$ cat config.mk
export PLATFORM = sky130hd
export DESIGN_NAME = rvExecUnit
export DESIGN_NICKNAME = d
export VERILOG_FILES = /design/src/verilog/rvCorePkg.sv /design/src/verilog/instrStencil.sv /design/src/verilog/rvAlu.sv /design/src/verilog/regFile.sv /design/src/verilog/commitSelect.sv /design/src/verilog/rvExecUnit.sv
export VERILOG_INCLUDE_DIRS = /design/src /design/src/verilog
export SDC_FILE = /design/constraint.sdc
export NUM_CORES = 2
export LEC_CHECK = 0
export BUFFER_PORTS_ARGS = -buffer_cell sky130_fd_sc_hd__buf_2
export CAP_MARGIN = 10
export CORE_ASPECT_RATIO = 1.5
export CORE_MARGIN = 10
export CORE_UTILIZATION = 35
export CTS_CLUSTER_DIAMETER = 80
export DETAILED_ROUTE_END_ITERATION = 7
export PLACE_DENSITY_LB_ADDON = 0.1
export SKIP_LAST_GASP = 1
export SLEW_MARGIN = 10
export SYNTH_ARGS = -nofsm -noshare
export SYNTH_HDL_FRONTEND = slang
export SYNTH_SLANG_ARGS = --single-unit
$ cat constraint.sdc
create_clock -name clk -period 9.9 [get_ports clk]
set_input_delay 1.98 -clock clk [delete_from_list [all_inputs] [get_ports clk]]
set_output_delay 1.98 -clock clk [all_outputs]
set_load 0.005 [all_outputs]
$ cat src/verilog/rvCore_params.svh
`ifndef RV_CORE_PARAMS_SVH
`define RV_CORE_PARAMS_SVH

// Data path and PC width
`define XLEN 32

`define NUM_REGS 32

// Anything else in instr[1:0] is a compressed or reserved encoding
`define INSTR_LOW_BITS 2'b11

`define PC_STEP 32'd4

`endif

$ cat src/verilog/rvCorePkg.sv
package rvCorePkg;

    // Major opcode from instr[6:2]
    typedef enum logic [4:0] {
        LOAD   = 5'b00000,
        STORE  = 5'b01000,
        OP_IMM = 5'b00100,
        OP     = 5'b01100,
        LUI    = 5'b01101,
        AUIPC  = 5'b00101,
        BRANCH = 5'b11000,
        JAL    = 5'b11011,
        JALR   = 5'b11001,
        SYSTEM = 5'b11100   // ECALL and EBREAK trap
    } OpCode;

    typedef enum logic [3:0] {
        ADD   = 4'd0,
        SUB   = 4'd1,
        COMP  = 4'd2,   // Set on less than
        XOR   = 4'd3,
        XNOR  = 4'd4,   // All ones when operands match
        OR    = 4'd5,
        AND   = 4'd6,
        LSHFT = 4'd7,
        RSHFT = 4'd8
    } AluCtrl;

    // funct3 for OP and OP_IMM
    typedef enum logic [2:0] {
        FN_ADD_OR_SUB = 3'b000,
        FN_SLL        = 3'b001,
        FN_SLT        = 3'b010,
        FN_SLTU       = 3'b011,
        FN_XOR        = 3'b100,
        FN_SRLA       = 3'b101,   // SRL or SRA by funct7[5]
        FN_OR         = 3'b110,
        FN_AND        = 3'b111
    } AluFunct;

    typedef enum logic [2:0] {
        BEQ  = 3'b000,
        BNE  = 3'b001,
        BLT  = 3'b100,
        BGE  = 3'b101,
        BLTU = 3'b110,
        BGEU = 3'b111
    } BranchCmd;

    typedef enum logic [1:0] {
        BITS8  = 2'b00,
        BITS16 = 2'b01,
        BITS32 = 2'b10,
        ERRVAL = 2'b11
    } LsWidth;

    typedef logic [4:0] RegAddr;

endpackage

$ cat src/verilog/instrStencil.sv
`timescale 1ns/1ns

`include "rvCore_params.svh"

module instrStencil
    import rvCorePkg::*;
(
    input  logic [31:0]       instr,
    output OpCode             opCode,
    output RegAddr            rs1,
    output RegAddr            rs2,
    output RegAddr            rd,
    output AluCtrl            aluCtrl,
    output logic              unsignedOrLeft,
    output logic              arithShift,
    output BranchCmd          branchCmd,
    output logic [`XLEN-1:0]  immI,
    output logic [`XLEN-1:0]  immS,
    output logic [`XLEN-1:0]  immB,
    output logic [`XLEN-1:0]  immU,
    output logic [`XLEN-1:0]  immJ,
    output LsWidth            lsWidth,
    output logic              loadSigned,
    output logic              illegal
);

    logic [2:0] funct3;
    logic       altFunct;   // funct7[5] selects SUB and SRA
    logic       isAluOp;
    logic       knownOp;
    AluFunct    aluFunct;

    assign opCode   = OpCode'(instr[6:2]);
    assign rd       = instr[11:7];
    assign funct3   = instr[14:12];
    assign rs1      = instr[19:15];
    assign rs2      = instr[24:20];
    assign altFunct = instr[30];

    assign aluFunct  = AluFunct'(funct3);
    assign branchCmd = BranchCmd'(funct3);
    assign isAluOp   = (opCode == OP) || (opCode == OP_IMM);

    // Sign always comes from instr[31]
    assign immI = {{20{instr[31]}}, instr[31:20]};
    assign immS = {{20{instr[31]}}, instr[31:25], instr[11:7]};
    assign immB = {{19{instr[31]}}, instr[31], instr[7], instr[30:25], instr[11:8], 1'b0};
    assign immU = {instr[31:12], 12'b0};
    assign immJ = {{11{instr[31]}}, instr[31], instr[19:12], instr[20], instr[30:21], 1'b0};

    assign lsWidth    = LsWidth'(funct3[1:0]);
    assign loadSigned = ~funct3[2];   // LBU/LHU have funct3[2] set

    always_comb begin
        aluCtrl = ADD;   // Address, AUIPC and link sums
        if (opCode == BRANCH) begin
            aluCtrl = branchCmd[2] ? COMP : XNOR;
        end else if (isAluOp) begin
            case (aluFunct)
                FN_ADD_OR_SUB: aluCtrl = (opCode == OP && altFunct) ? SUB : ADD;
                FN_SLL:        aluCtrl = LSHFT;
                FN_SLT:        aluCtrl = COMP;
                FN_SLTU:       aluCtrl = COMP;
                FN_XOR:        aluCtrl = XOR;
                FN_SRLA:       aluCtrl = RSHFT;
                FN_OR:         aluCtrl = OR;
                FN_AND:        aluCtrl = AND;
                default:       aluCtrl = ADD;
            endcase
        end
    end

    // Branches keep the unsigned flag in funct3[1], ALU ops in funct3[0]
    assign unsignedOrLeft = (opCode == BRANCH) ? funct3[1] : funct3[0];
    assign arithShift     = isAluOp && (aluFunct == FN_SRLA) && altFunct;

    always_comb begin
        case (opCode)
            LOAD,
            OP_IMM,
            OP,
            LUI,
            AUIPC,
            BRANCH,
            JAL,
            JALR:    knownOp = 1'b1;
            STORE:   knownOp = ~funct3[2];   // No store wider than a word
            default: knownOp = 1'b0;         // SYSTEM and unassigned
        endcase
    end

    assign illegal = !knownOp || (instr[1:0] != `INSTR_LOW_BITS);

endmodule

$ cat src/verilog/rvAlu.sv
`timescale 1ns/1ns

`include "rvCore_params.svh"

module rvAlu
    import rvCorePkg::*;
(
    input  logic [`XLEN-1:0] opA,
    input  logic [`XLEN-1:0] opB,
    input  AluCtrl           aluCtrl,
    input  logic             unsignedOrLeft,
    input  logic             arithShift,
    output logic [`XLEN-1:0] aluResult
);

    localparam int shiftBits = $clog2(`XLEN);

    logic [shiftBits-1:0] shAmt;
    logic                 lessThan;
    logic                 isEqual;
    logic [`XLEN-1:0]     rightShifted;

    assign shAmt = opB[shiftBits-1:0];   // Upper bits of opB ignored

    always_comb begin
        if (unsignedOrLeft) begin
            lessThan = opA < opB;
        end else begin
            lessThan = $signed(opA) < $signed(opB);
        end
    end

    // Reduce the bitwise XNOR so a mismatch gives zero
    assign isEqual = &(~(opA ^ opB));

    always_comb begin
        if (arithShift) begin
            rightShifted = $signed(opA) >>> shAmt;
        end else begin
            rightShifted = opA >> shAmt;
        end
    end

    always_comb begin
        case (aluCtrl)
            ADD: begin
                aluResult = opA + opB;
            end
            SUB: begin
                aluResult = opA - opB;
            end
            COMP: begin
                aluResult = {{(`XLEN-1){1'b0}}, lessThan};
            end
            XOR: begin
                aluResult = opA ^ opB;
            end
            XNOR: begin
                aluResult = {`XLEN{isEqual}};
            end
            OR: begin
                aluResult = opA | opB;
            end
            AND: begin
                aluResult = opA & opB;
            end
            LSHFT: begin
                aluResult = opA << shAmt;
            end
            RSHFT: begin
                aluResult = rightShifted;
            end
            default: begin
                aluResult = '0;   // Unused encodings
            end
        endcase
    end

endmodule

$ cat src/verilog/regFile.sv
`timescale 1ns/1ns

`include "rvCore_params.svh"

module regFile
    import rvCorePkg::*;
(
    input  logic             clk,
    input  logic             arstN,
    input  RegAddr           rs1,
    input  RegAddr           rs2,
    input  logic             wrEn,
    input  RegAddr           wrAddr,
    input  logic [`XLEN-1:0] wrData,
    output logic [`XLEN-1:0] rs1Data,
    output logic [`XLEN-1:0] rs2Data
);

    logic [`XLEN-1:0] regs [`NUM_REGS];

    always_ff @(posedge clk or negedge arstN) begin
        if (!arstN) begin
            for (int i = 0; i < `NUM_REGS; i++) begin
                regs[i] <= '0;
            end
        end else if (wrEn && (wrAddr != '0)) begin
            regs[wrAddr] <= wrData;   // x0 never written
        end
    end

    // Old value during the writing cycle, new one from the next
    assign rs1Data = (rs1 == '0) ? '0 : regs[rs1];
    assign rs2Data = (rs2 == '0) ? '0 : regs[rs2];

    wrAddrKnown: assert property (
        @(posedge clk) disable iff (!arstN)
        wrEn |-> !$isunknown(wrAddr)
    ) else $error("regFile write with unknown address");

endmodule

$ cat src/verilog/commitSelect.sv
`timescale 1ns/1ns

`include "rvCore_params.svh"

module commitSelect
    import rvCorePkg::*;
(
    input  logic             clk,
    input  logic             arstN,
    input  logic             instrValid,
    input  logic [`XLEN-1:0] pc,
    input  OpCode            opCode,
    input  RegAddr           rd,
    input  BranchCmd         branchCmd,
    input  logic             unsignedOrLeft,
    input  logic [`XLEN-1:0] immI,
    input  logic [`XLEN-1:0] immS,
    input  logic [`XLEN-1:0] immB,
    input  logic [`XLEN-1:0] immU,
    input  logic [`XLEN-1:0] immJ,
    input  LsWidth           lsWidth,
    input  logic             loadSigned,
    input  logic             illegal,
    input  logic [`XLEN-1:0] rs1Data,
    input  logic [`XLEN-1:0] rs2Data,
    input  logic [`XLEN-1:0] aluResult,
    output logic [`XLEN-1:0] opA,
    output logic [`XLEN-1:0] opB,
    output logic             wrEn,
    output RegAddr           wrAddr,
    output logic [`XLEN-1:0] wrData,
    output logic             retireValid,
    output logic [`XLEN-1:0] retirePc,
    output logic [`XLEN-1:0] nextPc,
    output logic             rdWrite,
    output RegAddr           rdAddr,
    output logic [`XLEN-1:0] rdData,
    output logic             memRead,
    output logic             memWrite,
    output logic [`XLEN-1:0] memAddr,
    output LsWidth           memWidth,
    output logic             memSigned,
    output logic [`XLEN-1:0] memData,
    output logic             trap
);

    logic [`XLEN-1:0] pcPlus4;
    logic [`XLEN-1:0] jalrSum;
    logic [`XLEN-1:0] nextPcD;
    logic             taken;
    logic             writesRd;
    logic             doLoad;
    logic             doStore;

    assign pcPlus4 = pc + `PC_STEP;
    assign jalrSum = rs1Data + immI;

    always_comb begin
        opA = rs1Data;
        opB = rs2Data;   // OP and BRANCH
        case (opCode)
            OP_IMM,
            LOAD: begin
                opB = immI;
            end
            STORE: begin
                opB = immS;
            end
            AUIPC: begin
                opA = pc;
                opB = immU;
            end
            JAL: begin
                opA = pc;
                opB = immJ;   // ALU forms the jump target
            end
            JALR: begin
                opA = pc;
                opB = immI;
            end
            default: begin
            end
        endcase
    end

    // BNE, BGE and BGEU invert the compare
    assign taken = (aluResult != '0) ^ branchCmd[0];

    always_comb begin
        case (opCode)
            BRANCH:  nextPcD = taken ? (pc + immB) : pcPlus4;
            JAL:     nextPcD = aluResult;
            JALR:    nextPcD = {jalrSum[`XLEN-1:1], 1'b0};
            default: nextPcD = pcPlus4;
        endcase
    end

    always_comb begin
        writesRd = 1'b0;
        wrData   = aluResult;
        case (opCode)
            OP,
            OP_IMM,
            AUIPC: begin
                writesRd = 1'b1;
            end
            LUI: begin
                writesRd = 1'b1;
                wrData   = immU;
            end
            JAL,
            JALR: begin
                writesRd = 1'b1;
                wrData   = pcPlus4;   // Link address
            end
            default: begin
            end
        endcase
    end

    assign wrEn    = instrValid && writesRd && !illegal;
    assign wrAddr  = rd;
    assign doLoad  = instrValid && !illegal && (opCode == LOAD);
    assign doStore = instrValid && !illegal && (opCode == STORE);

    always_ff @(posedge clk or negedge arstN) begin
        if (!arstN) begin
            retireValid <= 1'b0;
            rdWrite     <= 1'b0;
            memRead     <= 1'b0;
            memWrite    <= 1'b0;
            trap        <= 1'b0;
            retirePc    <= '0;
            nextPc      <= '0;
            rdAddr      <= '0;
            rdData      <= '0;
            memAddr     <= '0;
            memWidth    <= BITS8;
            memSigned   <= 1'b0;
            memData     <= '0;
        end else begin
            retireValid <= instrValid;
            rdWrite     <= wrEn && (rd != '0);   // x0 target reports no write
            memRead     <= doLoad;
            memWrite    <= doStore;
            trap        <= instrValid && illegal;
            if (instrValid) begin
                retirePc  <= pc;
                nextPc    <= nextPcD;
                rdAddr    <= rd;
                rdData    <= wrData;
                memAddr   <= aluResult;   // rs1 plus I or S immediate
                memWidth  <= lsWidth;
                memSigned <= loadSigned;
                memData   <= rs2Data;
            end
        end
    end

    opCodeKnown: assert property (
        @(posedge clk) disable iff (!arstN)
        instrValid |-> !$isunknown(opCode)
    ) else $error("Valid instruction with unknown opcode bits");

    memExclusive: assert property (
        @(posedge clk) disable iff (!arstN)
        !(memRead && memWrite)
    ) else $error("Load and store retired together");

    trapNoWrite: assert property (
        @(posedge clk) disable iff (!arstN)
        trap |-> (!rdWrite && !memRead && !memWrite)
    ) else $error("Trapped instruction had a side effect");

endmodule

$ cat src/verilog/rvExecUnit.sv
`timescale 1ns/1ns

`include "rvCore_params.svh"

module rvExecUnit
    import rvCorePkg::*;
(
    input  logic             clk,
    input  logic             arstN,
    input  logic             instrValid,
    input  logic [31:0]      instr,
    input  logic [`XLEN-1:0] pc,
    output logic             retireValid,
    output logic [`XLEN-1:0] retirePc,
    output logic [`XLEN-1:0] nextPc,
    output logic             rdWrite,
    output RegAddr           rdAddr,
    output logic [`XLEN-1:0] rdData,
    output logic             memRead,
    output logic             memWrite,
    output logic [`XLEN-1:0] memAddr,
    output LsWidth           memWidth,
    output logic             memSigned,
    output logic [`XLEN-1:0] memData,
    output logic             trap
);

    OpCode            opCode;
    RegAddr           rs1;
    RegAddr           rs2;
    RegAddr           rd;
    AluCtrl           aluCtrl;
    logic             unsignedOrLeft;
    logic             arithShift;
    BranchCmd         branchCmd;
    logic [`XLEN-1:0] immI;
    logic [`XLEN-1:0] immS;
    logic [`XLEN-1:0] immB;
    logic [`XLEN-1:0] immU;
    logic [`XLEN-1:0] immJ;
    LsWidth           lsWidth;
    logic             loadSigned;
    logic             illegal;
    logic [`XLEN-1:0] rs1Data;
    logic [`XLEN-1:0] rs2Data;
    logic [`XLEN-1:0] opA;
    logic [`XLEN-1:0] opB;
    logic [`XLEN-1:0] aluResult;
    logic             wrEn;
    RegAddr           wrAddr;
    logic [`XLEN-1:0] wrData;

    instrStencil decoder (
        .instr, .opCode, .rs1, .rs2, .rd, .aluCtrl, .unsignedOrLeft, .arithShift,
        .branchCmd, .immI, .immS, .immB, .immU, .immJ, .lsWidth, .loadSigned, .illegal
    );

    regFile regs (
        .clk, .arstN, .rs1, .rs2, .wrEn, .wrAddr, .wrData, .rs1Data, .rs2Data
    );

    rvAlu alu (
        .opA, .opB, .aluCtrl, .unsignedOrLeft, .arithShift, .aluResult
    );

    commitSelect commit (
        .clk, .arstN, .instrValid, .pc, .opCode, .rd, .branchCmd, .unsignedOrLeft,
        .immI, .immS, .immB, .immU, .immJ, .lsWidth, .loadSigned, .illegal,
        .rs1Data, .rs2Data, .aluResult, .opA, .opB, .wrEn, .wrAddr, .wrData,
        .retireValid, .retirePc, .nextPc, .rdWrite, .rdAddr, .rdData,
        .memRead, .memWrite, .memAddr, .memWidth, .memSigned, .memData, .trap
    );

endmodule

==> flow_summary.toml <==
[floorplanning]
rows = 208
core_area_sq_um = 214000
die_w_microns = 398
die_area_sq_um = 234000
io_pins = 240
initial_core_util_pct = 35.2
die_h_microns = 588

[final_layout]
fin_util_pct = 41.0
fin_nets = 8416
syn_to_final_growth_pct = 16.7
layout-drive-gt1-share_pct = 22.7

[routing]
vias = 69200
drc_errors = 0
drt-total-wl_mm = 411
viasPerCell = 6.21
drt_iter0_drc = 6670
first_pass_iters = 6
wl_per_cell_microns = 36.8
antenna_left = 0

[yosys]
async_reset_ff_share_pct = 100
ys_types = 129
synth-edff-count = 0
syn_nets = 8027
seq_area_frac_synth_pct = 39.8
ys_seq_elements = 1197
ys.warnings.count = 0
yosys.area.top_type = "dfrtp_1"
syn_area_sq_um = 75200
post_synth_main_area_contributors = "dfrtp_1, mux4_2, a21oi_1"
synth_ff_type = "dfrtp_1"
synthCells = 7798
synth.avg_cell_area_sq_um = 9.64
synth_top_area_share_pct = 39.8

[clocking]
worstSkewPairLatency_ns = 0.78
post_cts_buffers = 0
ctsHoldBuffers = 0
cts_tree = "done"
clockBufferDepth = 3
root_buffer = "clkbuf_16"
cts_made_buffers = 121
htreeDepth = 3
cts_resized = 0
cts.clk_slew.worst_paths_ns = 0.07
cts.sinks = 1197

[sta]
setup_viol = 0
worst_clock_skew_ns = 0.0395
timing.fmax_mhz = 103
tightest_slew_ns = 1.53
hold_viol = 0
period_needed_ns = 9.69
grt_setup_unrepaired = "false"
slew_violations = 3
timing.final.crit_share_pct = 97.9
relSlewSlack_pct = -2.79

[global_routing]
grt-ovfl-total = 0
grt_max_degree = 163
grt_pass1_wl_mm = 566
grt_pass1_vias = 68200
antenna_found_initial = 41
gr-usage-all-layers_pct = 34.2

[worst_setup_path]
crit_path_start_kind = "input port"
crit_required_ns = 10.59
critPathMaxStageDelay_ns = 0.59
worstSetupPathType = "input port to register"
worstRegToRegCells = 31
cp_common_cell = "buf_4"
worstPathArrival_ns = 10.38
path_max_fanout = 13
critPathSlowestCell = "mux4_1"
worstSetupEndpointType = "register"

[min_path]
min_path_cells = 0
hold_class = "register to register"

[run_status]
outcome = "finished, violations left"
violations = "max-capacitance violations, max-slew violations"

[placement]
dp_hpwl_mm = 298
portBuffers = 239
gp_congestion = 1.07

[power]
p_leak_nw = 38.9
totalPowerFinal_w = 0.0133
vdd_drop_max_uv = 151
power_density_nw_per_um2 = 151

[run]
maxCapViolations = 1
## cell type report
type / count / area [sq um]
clock buffer: 176 / 3520
tap: 2835 / 3550
timing repair buffer: 991 / 7940
antenna: 28 / 70.1
fill: 21200 / 126000
sequential: 1197 / 30000
multi-input combinational: 5745 / 41700
clock inverter: 45 / 596
inverter: 131 / 492
## Yosys cell counts, types with 24 or more instances
cell / instances
dfrtp_1: 1197
a21oi_1: 865
nor2_1: 835
nand2_1: 759
o21ai_0: 675
clkbuf_1: 503
mux2i_1: 401
mux4_2: 336
ha_1: 158
mux2_2: 158
o22ai_1: 146
nor3_1: 122
inv_1: 121
a22oi_1: 98
nand3_1: 83
a22o_1: 71
buf_1: 64
a211oi_1: 63
o211ai_1: 52
a31oi_1: 50
xor2_1: 47
clkbuf_8: 46
buf_2: 45
xnor2_1: 45
a221oi_1: 44
nor4_1: 43
nand4_1: 42
a21o_1: 39
or3_1: 37
buf_6: 35
and2_1: 34
nand2b_1: 31
a2111oi_0: 27
o21a_1: 25
o221ai_1: 25
o21bai_1: 24
o31ai_1: 24
## worst max-delay path: cells and delay by family
family / cells / cell delay, ns
AOI/OAI and AO/OA: 15 / 3.50
buffers and inverters: 10 / 1.87
and+or+nand+nor: 4 / 1.81
muxes: 2 / 0.93
adders and majority gates: 1 / 0.22
## kinds of logic after synthesis
logic type	after synthesis	synth area share, %
buffers and inverters	856	5.67
multiplexers	918	18.5
AO/OA/AOI/OAI	2447	19.9
flip-flops	1197	39.8
XOR/XNOR	92	1.07
adder cells (fa/ha/maj)	162	2.73
AND/OR/NAND/NOR	2126	12.4
## power breakdown
part | switching [W] | leakage, nW | total [W] | internal, W
registers | 0.0000757 | 16.4 | 0.00508 | 0.00501
clock network | 0.00215 | 2.03 | 0.00492 | 0.00277
logic | 0.00226 | 20.4 | 0.00329 | 0.00104
total | 0.00449 | 38.9 | 0.0133 | 0.00881
## worst paths after layout
kind,to,slack [ns],start
hold / removal,regs.regs[1005],0.40,regs.regs[1005]
max in group asynchronous,commit.nextPc[13],6.55,arstN
hold reg to reg,regs.regs[1005],0.40,regs.regs[1005]
setup / recovery,commit.nextPc[13],0.21,instr[15]
min in group asynchronous,regs.regs[84],1.20,arstN
setup reg to reg,commit.nextPc[13],1.31,regs.regs[3]
## state kept, by name, indices dropped and copies added, names as in the netlist, 2 cells and up
register         flops
commit.memAddr      32
commit.memData      32
commit.memWidth      2
commit.nextPc       32
commit.rdAddr        5
commit.rdData       32
commit.retirePc     32
regs.regs         1024
## metrics by stage
step | cell area (sq um) | setup slack [ns] | instances | setup TNS (ns) | hold WS, ns
after floorplan | 75200 | 0.00407 | 7798 | 0 | 0.438
after global placement | 83600 | -0.361 | 10900 | -7.59 | 0.374
after detailed placement | 83600 | -0.319 | 10900 | -6.94 | 0.384
after CTS | 87700 | 0.479 | 11100 | 0 | 0.398
after global routing | 87700 | 0.167 | 11100 | 0 | 0.409
final | 87800 | 0.208 | 11100 | 0 | 0.402
## per-layer routing
layer	GRT usage, %	vias up	wire (microns)
met4	26.8	10	38900
li1	-	29500	-
met5	0	-	78
met2	57.3	3361	199000
met3	6.73	1276	26700
met1	37.8	35100	146000
## layout by cell type (no fill, tap or decap), types with 34 or more instances in the layout
cell type  synthesis  layout
xor2_1            47      47
o211ai_1          52      52
a21oi_1          865     854
o22ai_1          146     146
buf_4             15     671
and2_1            34      34
nand3_1           83      83
or3_1             37      37
a22o_1            71      71
nor2_1           835     812
a22oi_1           98      95
mux4_2           336     336
nor4_1            43      40
nand2_1          759     745
xnor2_1           45      45
a31oi_1           50      48
nand4_1           42      42
ha_1             158     158
a21o_1            39      39
inv_1            121     120
dfrtp_1         1197    1197
nor3_1           122     117
mux2_2           158     158
clkbuf_16          0     123
a211oi_1          63      61
buf_12             7      83
o21ai_0          675     672
mux2i_1          401     401
buf_2             45     231
No activity file was read; power rests on OpenSTA's default activity.
